==> src/hw/spiPeriph_cfg.svh <==
`ifndef SPI_PERIPH_CFG_SVH
`define SPI_PERIPH_CFG_SVH

// FIFO geometry
`define SPI_FIFO_DEPTH 8     // Entries per FIFO
`define SPI_FIFO_AW    3     // Pointer and watermark width
`define SPI_CNT_W      4     // Occupancy count holds 0 to DEPTH

// Datapath widths
`define SPI_FRAME_W    8     // One serial frame
`define SPI_DIV_W      12    // SCKDIV field
`define SPI_CS_W       4     // Chip-select pins

// Register reset values
`define SPI_RST_SCKDIV 12'd3
`define SPI_RST_CSDEF  4'hF  // All selects inactive high
`define SPI_RST_LEN    4'd8  // Full byte frames

`endif

==> src/hw/spiRegPkg.sv <==
package spiRegPkg;

    ////////////////////////////////////////////////////////////
    // APB register map, word offsets
    ////////////////////////////////////////////////////////////
    typedef enum logic [7:0] {
        regSckDiv  = 8'h00,
        regSckMode = 8'h04,  // Bit 1 polarity, bit 0 phase
        regCsId    = 8'h10,
        regCsDef   = 8'h14,
        regCsMode  = 8'h18,
        regFmt     = 8'h40,  // Length in 19:16, endian in bit 2
        regTxData  = 8'h48,
        regRxData  = 8'h4C,
        regTxMark  = 8'h50,
        regRxMark  = 8'h54,
        regIe      = 8'h70,
        regIp      = 8'h74
    } regAddrE;

    // Chip-select behaviour between frames
    typedef enum logic [1:0] {
        csAuto = 2'd0,  // Assert per frame
        csHold = 2'd2,  // Keep asserted until mode changes
        csOff  = 2'd3   // Pins follow CSDEF only
    } csModeE;

endpackage

==> src/hw/spiXferPkg.sv <==
`include "spiPeriph_cfg.svh"

package spiXferPkg;

    // Frame sequencer states
    typedef enum logic [2:0] {
        csIdle,    // Waiting for transmit data
        active0,   // SCK at idle level
        active1,   // SCK at active level
        interCs,   // Half-period gap after release
        holdWait   // Select held between frames
    } xferStateE;

    // Bit reversal for LSB-first frames
    function automatic logic [`SPI_FRAME_W-1:0] flipFrame(
        input logic [`SPI_FRAME_W-1:0] d
    );
        logic [`SPI_FRAME_W-1:0] r;
        for (int i = 0; i < `SPI_FRAME_W; i++) begin
            r[i] = d[`SPI_FRAME_W-1-i];
        end
        return r;
    endfunction

endpackage

==> src/hw/spiFifo.sv <==
`timescale 1ns/1ps
`include "spiPeriph_cfg.svh"

module spiFifo #(
    parameter int DW    = `SPI_FRAME_W,
    parameter int DEPTH = `SPI_FIFO_DEPTH
) (
    input  logic                         PCLK,
    input  logic                         PRESETn,
    input  logic                         push,
    input  logic                         pop,
    input  logic [DW-1:0]                wrData,
    output logic [DW-1:0]                rdData,
    output logic                         full,
    output logic                         empty,
    output logic [$clog2(DEPTH+1)-1:0]   count
);
    localparam int AW = $clog2(DEPTH);
    localparam int CW = $clog2(DEPTH+1);

    logic [DW-1:0] mem [DEPTH];
    logic [AW-1:0] wrPtr, rdPtr;
    logic          doPush, doPop;

    assign full   = (count == CW'(DEPTH));
    assign empty  = (count == '0);
    assign doPush = push & ~full;   // Overflow guard
    assign doPop  = pop & ~empty;   // Underflow guard
    assign rdData = mem[rdPtr];     // Head is visible without a pop

    always_ff @(posedge PCLK) begin
        if (doPush) mem[wrPtr] <= wrData;
    end

    always_ff @(posedge PCLK) begin
        if (!PRESETn) begin
            wrPtr <= '0;
            rdPtr <= '0;
            count <= '0;
        end else begin
            if (doPush) wrPtr <= (wrPtr == AW'(DEPTH-1)) ? '0 : wrPtr + 1'b1;
            if (doPop)  rdPtr <= (rdPtr == AW'(DEPTH-1)) ? '0 : rdPtr + 1'b1;
            case ({doPush, doPop})
                2'b10:   count <= count + 1'b1;
                2'b01:   count <= count - 1'b1;
                default: count <= count;   // Both or neither
            endcase
        end
    end

endmodule

==> src/hw/spiPeriph.sv <==
`timescale 1ns/1ps
`include "spiPeriph_cfg.svh"

module spiPeriph (
    input  logic                    PCLK,
    input  logic                    PRESETn,
    input  logic                    PSEL,
    input  logic                    PENABLE,
    input  logic                    PWRITE,
    input  logic [7:0]              PADDR,
    input  logic [31:0]             PWDATA,
    input  logic [3:0]              PSTRB,
    output logic                    PREADY,
    output logic [31:0]             PRDATA,
    input  logic                    SPIIn,
    output logic                    SPIOut,
    output logic                    SPICLK,
    output logic [`SPI_CS_W-1:0]    SPICS,
    output logic                    SPIIntr
);
    import spiRegPkg::*;

    // Live configuration
    logic [`SPI_DIV_W-1:0]         sckDiv;
    logic                          sckPol, sckPha, lsbFirst;
    logic [$clog2(`SPI_CS_W)-1:0]  csId;
    logic [`SPI_CS_W-1:0]          csDef;
    csModeE                        csMode;
    logic [3:0]                    frameLen;

    // FIFO traffic
    logic                          txPush, txPop, txFull, txEmpty;
    logic                          rxPush, rxPop, rxEmpty;
    logic [`SPI_FRAME_W-1:0]       txWrData, txData, rxFrame, rxData;
    logic [`SPI_CNT_W-1:0]         txCount, rxCount;
    logic                          busy;

    spiRegFile regFile (
        .PCLK, .PRESETn, .PSEL, .PENABLE, .PWRITE, .PADDR, .PWDATA, .PSTRB,
        .PREADY, .PRDATA,
        .sckDiv, .sckPol, .sckPha, .csId, .csDef, .csMode, .frameLen, .lsbFirst,
        .txPush, .txWrData, .rxPop,
        .txFull, .txCount, .rxData, .rxEmpty, .rxCount,
        .busy, .SPIIntr
    );

    spiFifo #(.DW(`SPI_FRAME_W), .DEPTH(`SPI_FIFO_DEPTH)) txFifo (
        .PCLK, .PRESETn, .push(txPush), .pop(txPop), .wrData(txWrData),
        .rdData(txData), .full(txFull), .empty(txEmpty), .count(txCount)
    );

    // Receive overflow is handled inside the FIFO
    spiFifo #(.DW(`SPI_FRAME_W), .DEPTH(`SPI_FIFO_DEPTH)) rxFifo (
        .PCLK, .PRESETn, .push(rxPush), .pop(rxPop), .wrData(rxFrame),
        .rdData(rxData), .full(), .empty(rxEmpty), .count(rxCount)
    );

    spiXferEngine engine (
        .PCLK, .PRESETn,
        .sckDiv, .sckPol, .sckPha, .csId, .csDef, .csMode, .frameLen, .lsbFirst,
        .txData, .txEmpty, .txPop, .rxFrame, .rxPush, .busy,
        .SPIIn, .SPIOut, .SPICLK, .SPICS
    );

endmodule

==> src/hw/spiRegFile.sv <==
`timescale 1ns/1ps
`include "spiPeriph_cfg.svh"

module spiRegFile (
    input  logic                         PCLK,
    input  logic                         PRESETn,
    input  logic                         PSEL,
    input  logic                         PENABLE,
    input  logic                         PWRITE,
    input  logic [7:0]                   PADDR,
    input  logic [31:0]                  PWDATA,
    input  logic [3:0]                   PSTRB,     // Word-only registers
    output logic                         PREADY,
    output logic [31:0]                  PRDATA,
    output logic [`SPI_DIV_W-1:0]        sckDiv,
    output logic                         sckPol,
    output logic                         sckPha,
    output logic [$clog2(`SPI_CS_W)-1:0] csId,
    output logic [`SPI_CS_W-1:0]         csDef,
    output spiRegPkg::csModeE            csMode,
    output logic [3:0]                   frameLen,
    output logic                         lsbFirst,
    output logic                         txPush,
    output logic [`SPI_FRAME_W-1:0]      txWrData,
    output logic                         rxPop,
    input  logic                         txFull,
    input  logic [`SPI_CNT_W-1:0]        txCount,
    input  logic [`SPI_FRAME_W-1:0]      rxData,
    input  logic                         rxEmpty,
    input  logic [`SPI_CNT_W-1:0]        rxCount,
    input  logic                         busy,
    output logic                         SPIIntr
);
    import spiRegPkg::*;

    regAddrE                addr;
    logic                   wrEn, rdDone;
    logic [`SPI_FIFO_AW-1:0] txMark, rxMark;
    logic [1:0]             ie, ip;
    logic [31:0]            rdMux;

    ////////////////////////////////////////////////////////////
    // APB decode and interlock
    ////////////////////////////////////////////////////////////
    assign addr = regAddrE'({PADDR[7:2], 2'b00});
    // Data and status paths never stall, configuration waits for idle
    assign PREADY = (addr inside {regTxData, regRxData, regIp}) | ~busy;
    assign wrEn   = PSEL & PENABLE & PWRITE & PREADY;
    assign rdDone = PSEL & PENABLE & ~PWRITE & PREADY;
    // Pop only the frame the read returned, not one that arrived after PRDATA
    assign rxPop  = rdDone & (addr == regRxData) & ~PRDATA[31];

    always_ff @(posedge PCLK) begin
        if (!PRESETn) begin
            sckDiv   <= `SPI_RST_SCKDIV;
            sckPol   <= 1'b0;
            sckPha   <= 1'b0;
            csId     <= '0;
            csDef    <= `SPI_RST_CSDEF;
            csMode   <= csAuto;
            frameLen <= `SPI_RST_LEN;
            lsbFirst <= 1'b0;
            txMark   <= '0;
            rxMark   <= '0;
            ie       <= '0;
        end else if (wrEn) begin
            case (addr)
                regSckDiv:  sckDiv <= PWDATA[`SPI_DIV_W-1:0];
                regSckMode: {sckPol, sckPha} <= PWDATA[1:0];
                regCsId:    csId <= PWDATA[$clog2(`SPI_CS_W)-1:0];
                regCsDef:   csDef <= PWDATA[`SPI_CS_W-1:0];
                regCsMode:  csMode <= csModeE'(PWDATA[1:0]);
                regFmt: begin
                    frameLen <= PWDATA[19:16];
                    lsbFirst <= PWDATA[2];
                end
                regTxMark:  txMark <= PWDATA[`SPI_FIFO_AW-1:0];
                regRxMark:  rxMark <= PWDATA[`SPI_FIFO_AW-1:0];
                regIe:      ie <= PWDATA[1:0];
                default:    ;   // Data and read-only registers
            endcase
        end
    end

    // Transmit push lands one cycle after the write, dropped when full
    always_ff @(posedge PCLK) begin
        if (!PRESETn) txPush <= 1'b0;
        else          txPush <= wrEn & (addr == regTxData) & ~txFull;
    end

    always_ff @(posedge PCLK) begin
        if (wrEn && addr == regTxData) txWrData <= PWDATA[`SPI_FRAME_W-1:0];
    end

    ////////////////////////////////////////////////////////////
    // Watermark interrupts
    ////////////////////////////////////////////////////////////
    always_ff @(posedge PCLK) begin
        if (!PRESETn) begin
            ip <= '0;
        end else begin
            ip[0] <= (txCount < {1'b0, txMark});   // Transmit running low
            ip[1] <= (rxCount > {1'b0, rxMark});   // Receive filling up
        end
    end

    assign SPIIntr = |(ip & ie);

    // Readback mux, registered so data is ready in the access phase
    always_comb begin
        rdMux = '0;
        case (addr)
            regSckDiv:  rdMux[`SPI_DIV_W-1:0] = sckDiv;
            regSckMode: rdMux[1:0] = {sckPol, sckPha};
            regCsId:    rdMux[$clog2(`SPI_CS_W)-1:0] = csId;
            regCsDef:   rdMux[`SPI_CS_W-1:0] = csDef;
            regCsMode:  rdMux[1:0] = csMode;
            regFmt: begin
                rdMux[19:16] = frameLen;
                rdMux[2]     = lsbFirst;
            end
            regTxData:  rdMux[31] = txFull;
            regRxData:  rdMux = {rxEmpty, busy, 22'b0, rxData};
            regTxMark:  rdMux[`SPI_FIFO_AW-1:0] = txMark;
            regRxMark:  rdMux[`SPI_FIFO_AW-1:0] = rxMark;
            regIe:      rdMux[1:0] = ie;
            regIp:      rdMux[1:0] = ip;
            default:    rdMux = '0;   // Unmapped reads as zero
        endcase
    end

    always_ff @(posedge PCLK) begin
        PRDATA <= rdMux;
    end

endmodule

==> src/hw/spiXferEngine.sv <==
`timescale 1ns/1ps
`include "spiPeriph_cfg.svh"

module spiXferEngine (
    input  logic                         PCLK,
    input  logic                         PRESETn,
    input  logic [`SPI_DIV_W-1:0]        sckDiv,
    input  logic                         sckPol,
    input  logic                         sckPha,
    input  logic [$clog2(`SPI_CS_W)-1:0] csId,
    input  logic [`SPI_CS_W-1:0]         csDef,
    input  spiRegPkg::csModeE            csMode,
    input  logic [3:0]                   frameLen,
    input  logic                         lsbFirst,
    input  logic [`SPI_FRAME_W-1:0]      txData,
    input  logic                         txEmpty,
    output logic                         txPop,
    output logic [`SPI_FRAME_W-1:0]      rxFrame,
    output logic                         rxPush,
    output logic                         busy,
    input  logic                         SPIIn,
    output logic                         SPIOut,
    output logic                         SPICLK,
    output logic [`SPI_CS_W-1:0]         SPICS
);
    import spiRegPkg::*;
    import spiXferPkg::*;

    xferStateE               state;
    logic [`SPI_DIV_W-1:0]   divCnt;
    logic                    tick;        // One pulse per SCK half period
    logic [3:0]              bitCnt;      // Trailing edges seen this frame
    logic                    frameDone, loadNow;
    logic                    leadEdge, trailEdge, sampleEn, shiftEn, lastSample;
    logic [`SPI_FRAME_W-1:0] txShift, rxShift, rxAligned;
    logic [3:0]              alignAmt;
    logic                    csActive;

    ////////////////////////////////////////////////////////////
    // Half-period divider, SCK = PCLK / (2 * (SCKDIV + 1))
    ////////////////////////////////////////////////////////////
    assign tick = (divCnt >= sckDiv);   // >= covers a lowered SCKDIV

    always_ff @(posedge PCLK) begin
        if (!PRESETn || tick) divCnt <= '0;
        else                  divCnt <= divCnt + 1'b1;
    end

    // Frame sequencing
    assign frameDone = (state == active0) && (bitCnt == frameLen);
    assign loadNow   = tick & ~txEmpty &
                       ((state == csIdle) | ((state == holdWait) & (csMode == csHold)));
    assign txPop     = loadNow;   // Head consumed as it enters the shifter

    always_ff @(posedge PCLK) begin
        if (!PRESETn) begin
            state  <= csIdle;
            bitCnt <= '0;
        end else if (tick) begin
            if (loadNow) bitCnt <= '0;
            case (state)
                csIdle:   if (loadNow) state <= active0;   // Select leads SCK by half period
                active0: begin
                    if (frameDone) state <= (csMode == csHold) ? holdWait : interCs;
                    else           state <= active1;        // Leading edge
                end
                active1: begin
                    state  <= active0;                      // Trailing edge
                    bitCnt <= bitCnt + 4'd1;
                end
                interCs:  state <= csIdle;
                holdWait: begin
                    if (csMode != csHold) state <= interCs;  // Mode change releases select
                    else if (loadNow)     state <= active0;
                end
                default:  state <= csIdle;
            endcase
        end
    end

    ////////////////////////////////////////////////////////////
    // Serial clock and data edges
    ////////////////////////////////////////////////////////////
    assign SPICLK    = sckPol ^ (state == active1);
    assign busy      = (state == active0) | (state == active1);
    assign leadEdge  = tick & (state == active0) & ~frameDone;
    assign trailEdge = tick & (state == active1);
    // Phase 1 keeps the first bit on the pin until the first leading edge
    assign shiftEn    = sckPha ? (leadEdge & (bitCnt != '0)) : trailEdge;
    assign sampleEn   = sckPha ? trailEdge : leadEdge;
    assign lastSample = sampleEn & (bitCnt == frameLen - 4'd1);

    // Transmit shifter always sends its MSB
    always_ff @(posedge PCLK) begin
        if (!PRESETn)     txShift <= '0;
        else if (loadNow) txShift <= lsbFirst ? flipFrame(txData) : txData;
        else if (shiftEn) txShift <= {txShift[`SPI_FRAME_W-2:0], 1'b0};
    end

    assign SPIOut = txShift[`SPI_FRAME_W-1];

    always_ff @(posedge PCLK) begin
        if (loadNow)       rxShift <= '0;
        else if (sampleEn) rxShift <= {rxShift[`SPI_FRAME_W-2:0], SPIIn};
    end

    // Push follows the final sample so the shifter holds the whole frame
    always_ff @(posedge PCLK) begin
        if (!PRESETn) rxPush <= 1'b0;
        else          rxPush <= lastSample;
    end

    // Short frames sit in the low bits, move them up to the MSB
    assign alignAmt  = 4'(`SPI_FRAME_W) - frameLen;
    assign rxAligned = rxShift << alignAmt;
    assign rxFrame   = lsbFirst ? flipFrame(rxAligned) : rxAligned;

    ////////////////////////////////////////////////////////////
    // Chip select
    ////////////////////////////////////////////////////////////
    assign csActive = busy | (state == holdWait);

    always_comb begin
        SPICS = csDef;
        if (csActive && csMode != csOff) begin
            SPICS[csId] = ~csDef[csId];   // Only the selected pin moves
        end
    end

endmodule

==> config.mk <==
export PLATFORM = sky130hd
export DESIGN_NAME = spiPeriph
export DESIGN_NICKNAME = d
export VERILOG_FILES = /design/src/hw/spiRegPkg.sv /design/src/hw/spiXferPkg.sv /design/src/hw/spiFifo.sv /design/src/hw/spiPeriph.sv /design/src/hw/spiRegFile.sv /design/src/hw/spiXferEngine.sv
export VERILOG_INCLUDE_DIRS = /design/src /design/src/hw
export SDC_FILE = /design/constraint.sdc
export NUM_CORES = 1
export LEC_CHECK = 0
export BUFFER_PORTS_ARGS = -buffer_cell sky130_fd_sc_hd__buf_2
export CAP_MARGIN = 20
export CORE_ASPECT_RATIO = 0.7
export CORE_MARGIN = 1
export CORE_UTILIZATION = 35
export CTS_BUF_LIST = sky130_fd_sc_hd__clkbuf_2 sky130_fd_sc_hd__clkbuf_4 sky130_fd_sc_hd__clkbuf_8
export DETAILED_ROUTE_END_ITERATION = 12
export MAX_ROUTING_LAYER = met4
export SYNTH_ARGS = -nofsm -noshare
export SYNTH_HDL_FRONTEND = slang
export SYNTH_SLANG_ARGS = --single-unit
==> constraint.sdc <==
create_clock -name PCLK -period 8 [get_ports PCLK]
set_input_delay 1.2 -clock PCLK [delete_from_list [all_inputs] [get_ports PCLK]]
set_output_delay 1.2 -clock PCLK [all_outputs]
set_load 0.02 [all_outputs]
* After elaboration in Yosys (flattened, before gate mapping) *
Memories as Yosys holds them, arrays and structs flattened. A register that Yosys moved wholly into a read port is not among the register bits.
Index checks and enable logic that the tools add are counted.

word-level totals
  register bits = 130
  latch bits = 0
  memory bits (writable) = 128
  ROM bits = 0
  input port bits = 50
  output and inout port bits = 40
  logic and storage cells = 179
  memories = 2

cells by class
  add/sub/neg operators = 12
  $mul = 0
  div/mod/pow operators = 0
  $lt $le $gt $ge = 5
  equal/unequal tests = 29
  shift-type cells = 1
  mux-type cells = 38
  bitwise operators = 36
  reduce and logical (&&, ||, !) cells = 27

memory list
  memory      words  width  read ports  clocked after memory_dff  write ports  line           source
  rxFifo.mem  8      8      1           1                         1            spiFifo.sv:21  logic [DW-1:0] mem [DEPTH];
  txFifo.mem  8      8      1           1                         1            spiFifo.sv:21

operator list
  operator                 number
  $eq A6 B5 Y1 const B     7
  $mux W3                  12
  $mux W8                  4
  $and A1 B1 Y1            21
  $pmux W2 S10             1
  $reduce_and A2 Y1        10
  $eq A6 B3 Y1 const B     3
  $pmux W4 S2              2
  $pmux W8 S2              1
  $eq A3 B3 Y1 const B     5
  $add A12 B1 Y12 const B  1
  $add A3 B1 Y3 const B    4
  $add A4 B1 Y4 const B    3
  $ge A12 B12 Y1           1
  $mux W4                  3
  $pmux W3 S4              1
  $sub A4 B1 Y4 const B    3
  $not A1 Y1               9
  $eq A4 B4 Y1             2
  $eq A4 B4 Y1 const B     2
  $logic_not A4 Y1         2
  $logic_not A8 Y1         1
  $mux W1                  8
  $reduce_bool A2 Y1       4
  28 further kinds         38

* Logic depth before layout (Yosys ltp) *
  depth after elaboration = 10
  gate-level depth with buffers = 14
  gate-level depth less buffers = 13

* Cells and area by module *
Synthesis repeated with hierarchy kept, for this count alone.

unflattened totals
  cells, all modules = 945
  area, all modules = 11792.6 um2

by module, submodules not included
  module             instances  cells an instance  area an instance (um2)  sequential area each (um2)
  spiFifo at txFifo  1          170                3181.8                  2182.1
  spiFifo at rxFifo  1          171                3116.7                  2182.1
  spiRegFile         1          284                2824.0                  1361.3
  spiXferEngine      1          320                2670.1                  720.7

* Least setup slack after synthesis *
OpenSTA, ideal clock, no wires.

  path kind = input -> register
  start = input port PADDR[5]
  end = register regFile.txWrData[0] (enable)
  setup time = 0.423 ns
  data arrival time = 3.520 ns
  data required time = 7.577 ns
  setup slack = 4.057 ns
  stages on the path = 5
  path buffers = 2
  path through = buf_2 nor3b_1 o21ai_1 buf_2 a2111oi_0

between the ends
  longest elaborated chain between the ends = 5
  elaborated cells on any way between the ends = 7
  classes of those cells = eq/ne (3); bitwise (2); reduce/logical (2)

RTL lines
  item                             line                                source
  start: declaration               spiPeriph.sv:10                     input logic [7:0] PADDR,
  $eq A6 B5 Y1 (on tied branches)  spiRegFile.sv:47, spiRegFile.sv:92
  $reduce_bool A3 Y1               spiRegFile.sv:47                    assign PREADY = (addr inside {regTxData, regRxData, regIp}) | ~busy;
  $or A1 B1 Y1                     spiRegFile.sv:47
  $and A1 B1 Y1                    spiRegFile.sv:48                    assign wrEn = PSEL & PENABLE & PWRITE & PREADY;
  $logic_and A1 B1 Y1 *            spiRegFile.sv:92                    if (wrEn && addr == regTxData) txWrData <= PWDATA[`SPI_FRAME_W-1:0];
  end signal: assignment           spiRegFile.sv:92
  end: declaration                 spiRegFile.sv:24                    output logic [`SPI_FRAME_W-1:0] txWrData,

Every way passes the cells marked *; elsewhere a longest branch is shown, timed or not.
A chain may end at the register's enable or synchronous reset.

* Final worst setup path *
  start = register engine.divCnt[0]
  end = register txFifo.count[2]

between the ends
  longest elaborated chain between the ends = 6
  elaborated cells on any way between the ends = 8
  classes of those cells = order compare (1); eq/ne (2); mux (1); bitwise (3); reduce/logical (1)

RTL lines
  item                                               line                 source
  start: declaration                                 spiXferEngine.sv:30  logic [`SPI_DIV_W-1:0] divCnt;
  start signal: assignment                           spiXferEngine.sv:46  else divCnt <= divCnt + 1'b1;
  $ge A12 B12 Y1 *                                   spiXferEngine.sv:42  assign tick = (divCnt >= sckDiv);
  $and A1 B1 Y1 * (2 in series)                      spiXferEngine.sv:51  assign loadNow = tick & ~txEmpty &
  $and A1 B1 Y1 *                                    spiFifo.sv:28        assign doPop = pop & ~empty;
  $eq A2 B1 Y1 or $eq A2 B2 Y1 (tied branches)       spiFifo.sv:43        case ({doPush, doPop})
  $pmux W4 S2 or $reduce_bool A2 Y1 (tied branches)  -
  end signal: assignment                             spiFifo.sv:44        2'b10: count <= count + 1'b1;
  end signal: assignment                             spiFifo.sv:45        2'b01: count <= count - 1'b1;
  end signal: assignment                             spiFifo.sv:46        default: count <= count;
  end: declaration                                   spiFifo.sv:16        output logic [$clog2(DEPTH+1)-1:0] count

Marked as above.

==> results.tsv <==
stage	metric	value	unit
run_status	status	complete, no violations	
min_path	Min-Delay Path Class	flip-flop to flip-flop	
sta	Final setup viols	0	
cells_and_area	synth-to-layout area growth	13.76	%
global_route	initial antenna violation count	0	
run	Max-Cap Viols	0	
die	Vert. Die Dim	153.8	µm
clock_network	CTS buffer count	41	
power	Leak Pwr	0.004510	µW
sta	Fin Setup TNS	0	ps
cells_and_area	n_diodes	0	
global_route	first-pass GRT wire length	43130	µm
cells_and_area	filler cell count	3056	
sta	Final Skew	16.84	ps
clock_network	CTS resizes	0	
placed_design	pre-CTS setup slack	3654	ps
critical_path	Startpoint Class	flip-flop	
min_path	Hold Crit Start	regFile.sckDiv[9]$_SDFFE_PN0P_	
min_path	hold path cells	2	
yosys	Distinct cells, synth	73	
routing	DR vias	7573	
sta	Fmax achieved	0.2467	GHz
clock_network	hold buffer count at CTS	0	
critical_path	CP Cell Sequence	inv_1, ha_1, nand2b_1, a2111oi_2, or2_1, a21oi_2, ha_1, xor2_1, ha_1, a21oi_1, xor2_1, or3_1, a21oi_1	
critical_path	WP depth	13	
sta	worst slew pin tran	1117	ps
yosys	leading cell types by count after synthesis	136 x edfxtp_1, 118 x dfxtp_1, 62 x mux2i_1, 62 x nand2_1, 61 x nor2_1	
power	final total power	2673	µW
cells_and_area	share of cells above drive strength 1	0.2043	
global_route	vias in the first global route	7388	
yosys	most numerous cell in the Yosys netlist	edfxtp_1	
sta	Final Cycle Share	0.5066	
die	Core Area	32340	µm²
placed_design	RePlAce Congestion	0.8319	
power	PwrDens	204.1	nW/µm²
power	Peak VDD IR	0.09605	mV
critical_path	worst reg2reg path depth	13	
clock_network	Clock Tree Buf Depth	3	
die	chip width	218.8	µm
die	# IOs	90	
routing	drt pass-1 iters	5	
die	# rows	55	
critical_path	CP max stage delay	750	ps
yosys	ys async rst share	0	
yosys	top cells by area, synth	edfxtp_1 35%, dfxtp_1 21%, mux4_2 6.6%	
clock_network	clock root cell	clkbuf_8	
critical_path	CP most frequent cell	ha_1	
critical_path	required time of the critical path	8470	ps
yosys	number of enable flip-flop cells after synthesis	136	
routing	DRC	0	
critical_path	CP max stage cell	a2111oi_2	
critical_path	worst setup path start	engine.divCnt[0]$_SDFF_PP0_	
clock_network	CTS tree	yes	
sta	min Tclk post-route	4053	ps
sta	Final WS setup	3947	ps
routing	DR vias/cell	5.205	
placed_design	Buffers on Ports	53	
sta	Slew Viols, Final	0	
yosys	top cell type's share of synthesized area	0.3546	
yosys	post-synth top area cell	edfxtp_1	
critical_path	Worst Path Arrival	4520	ps
yosys	top_reg_cell synth	edfxtp_1	
yosys	post-synthesis sequential area ratio	0.5598	
global_route	Total GRT Usage	0.1727	
critical_path	Buf/Inv on CP	1	
yosys	#FFs+latches synth	254	
critical_path	cell family with most CP delay	compound AO/OA/AOI/OAI gates	
die	starting density of the core	0.3561	
global_route	largest net degree at the start of global routing	52	
critical_path	Setup CP Type	flip-flop to flip-flop	
yosys	Cells after Synth	929	
sta	Slew HR	0.2473	
critical_path	CP max FO	19	
yosys	synthesized area	11520	µm²
routing	1st-iter DRT viols	649	
routing	WL/cell	18.91	µm
cells_and_area	Layout Utilization	0.4050	
clock_network	clock sink count	254	
sta	hold_ws	469.2	ps
placed_design	post-detail-place hpwl	18870	µm
routing	Total Wirelength	27510	µm
clock_network	number of post-CTS setup repair buffers	0	
clock_network	clock-pin slew of the registers on the worst-case setup and hold paths	60	ps
cells_and_area	final net count	1084	
routing	antenna violation net count after detailed routing	0	
yosys	post-synthesis average cell area	12.40	µm²
clock_network	H-tree level count	2	
critical_path	crit end category	flip-flop	
sta	final hold vios	0	
die	DIE AREA	33640	µm²
global_route	GRT overflow	0	
critical_path	RR Startpoint	engine.divCnt[0]$_SDFF_PP0_	
sta	RSZ-0062 raised after global routing	no	
clock_network	Clock Latency Late Sink	550	ps
yosys	yosys warns	0	
## worst register-to-register path, cell delays in order, from the launching register on
cell and delay [ps]:
dfxtp_1 390, inv_1 80, ha_1 280, nand2b_1 150, a2111oi_2 750, or2_1 710
a21oi_2 250, ha_1 310, xor2_1 170, ha_1 180, a21oi_1 140, xor2_1 90
or3_1 300, a21oi_1 140
## cell usage in the layout (no fill, tap or decap), types with 4 or more instances in the layout
cell type / instances
a211oi_1: 18
a211oi_2: 4
a21o_1: 5
a21oi_1: 26
a22o_1: 10
and3_1: 20
buf_2: 54
buf_4: 18
clkbuf_4: 20
clkbuf_8: 46
clkinv_1: 5
conb_1: 14
dfxtp_1: 118
edfxtp_1: 136
ha_1: 36
inv_1: 37
mux2_2: 9
mux2i_1: 62
mux4_2: 34
nand2_1: 62
nand2b_1: 6
nand3_1: 32
nand4_1: 7
nor2_1: 61
nor2b_1: 6
nor3_1: 11
nor3b_1: 6
nor4_1: 4
nor4b_2: 4
o2111ai_1: 8
o211ai_1: 11
o21ai_0: 32
o22ai_1: 6
o31ai_1: 4
or3_1: 5
xnor2_1: 13
xor2_1: 20
## state kept, by name (all words and copies together) (netlist names), 3 cells and up, named ones only
register,cells
regFile.txWrData,8
txFifo.count,4
rxFifo.mem,64
txFifo.mem,64
rxFifo.rdPtr,3
regFile.sckDiv,12
regFile.csDef,4
rxFifo.wrPtr,3
regFile.frameLen,4
engine.bitCnt,4
regFile.txMark,3
regFile.PRDATA,18
engine.rxShift,8
rxFifo.count,4
txFifo.rdPtr,3
engine.state,3
engine.divCnt,12
regFile.rxMark,3
txFifo.wrPtr,3
engine.txShift,8
## through the flow
stage	std cells	area, µm²
CTS	1451	13070
detailed placement	1377	12220
global placement	1376	12210
floorplan	942	11560
global route	1455	13100
finish	1455	13100
## path summary, 6_finish.rpt
check | endpoint | slack [ps]
max | txFifo.count[2]$_SDFFE_PN0P_ | 3950
max reg2reg | txFifo.count[2]$_SDFFE_PN0P_ | 3950
min | regFile.PRDATA[9]$_DFF_P_ | 470
min reg2reg | regFile.PRDATA[9]$_DFF_P_ | 470
## area by class of cell
class,instances,area (µm²),area share
clock buffers,65,775.7,0.05922
clock inverters,9,78.83,0.006017
inverters,38,142.6,0.01089
multi-input cells,589,4710,0.3595
flip-flops and latches,254,6446,0.4921
well taps,427,534.3,0.04078
repair buffers,73,412.9,0.03152
## per-layer routing
metal  global-route usage  vias up  share of wire
met2               0.2345      232           0.41
li1                     -     3610              -
met1               0.2508     3680           0.49
met4              0.05787        0          0.027
met5                    -        -              0
met3              0.03897       51          0.067
## power by group
| group | internal, µW | total [µW] | switching [µW] |
|---|---|---|---|
| logic | 36.9 | 134 | 96.6 |
| clock network | 651 | 1160 | 513 |
| registers | 1370 | 1380 | 8.25 |
| total | 2060 | 2670 | 618 |
## kinds of logic after synthesis
family,after synthesis,share of synthesized area
buffers and inverters,99,0.03890
muxes,105,0.1292
xor gates and xnor gates,33,0.02510
other,1,0.0003256
DFF,254,0.5598
AOI/OAI and AO/OA,158,0.1003
and+or+nand+nor,242,0.1056
adders and majority gates,37,0.04085
Note: power is estimated with default switching activity, not from simulation.
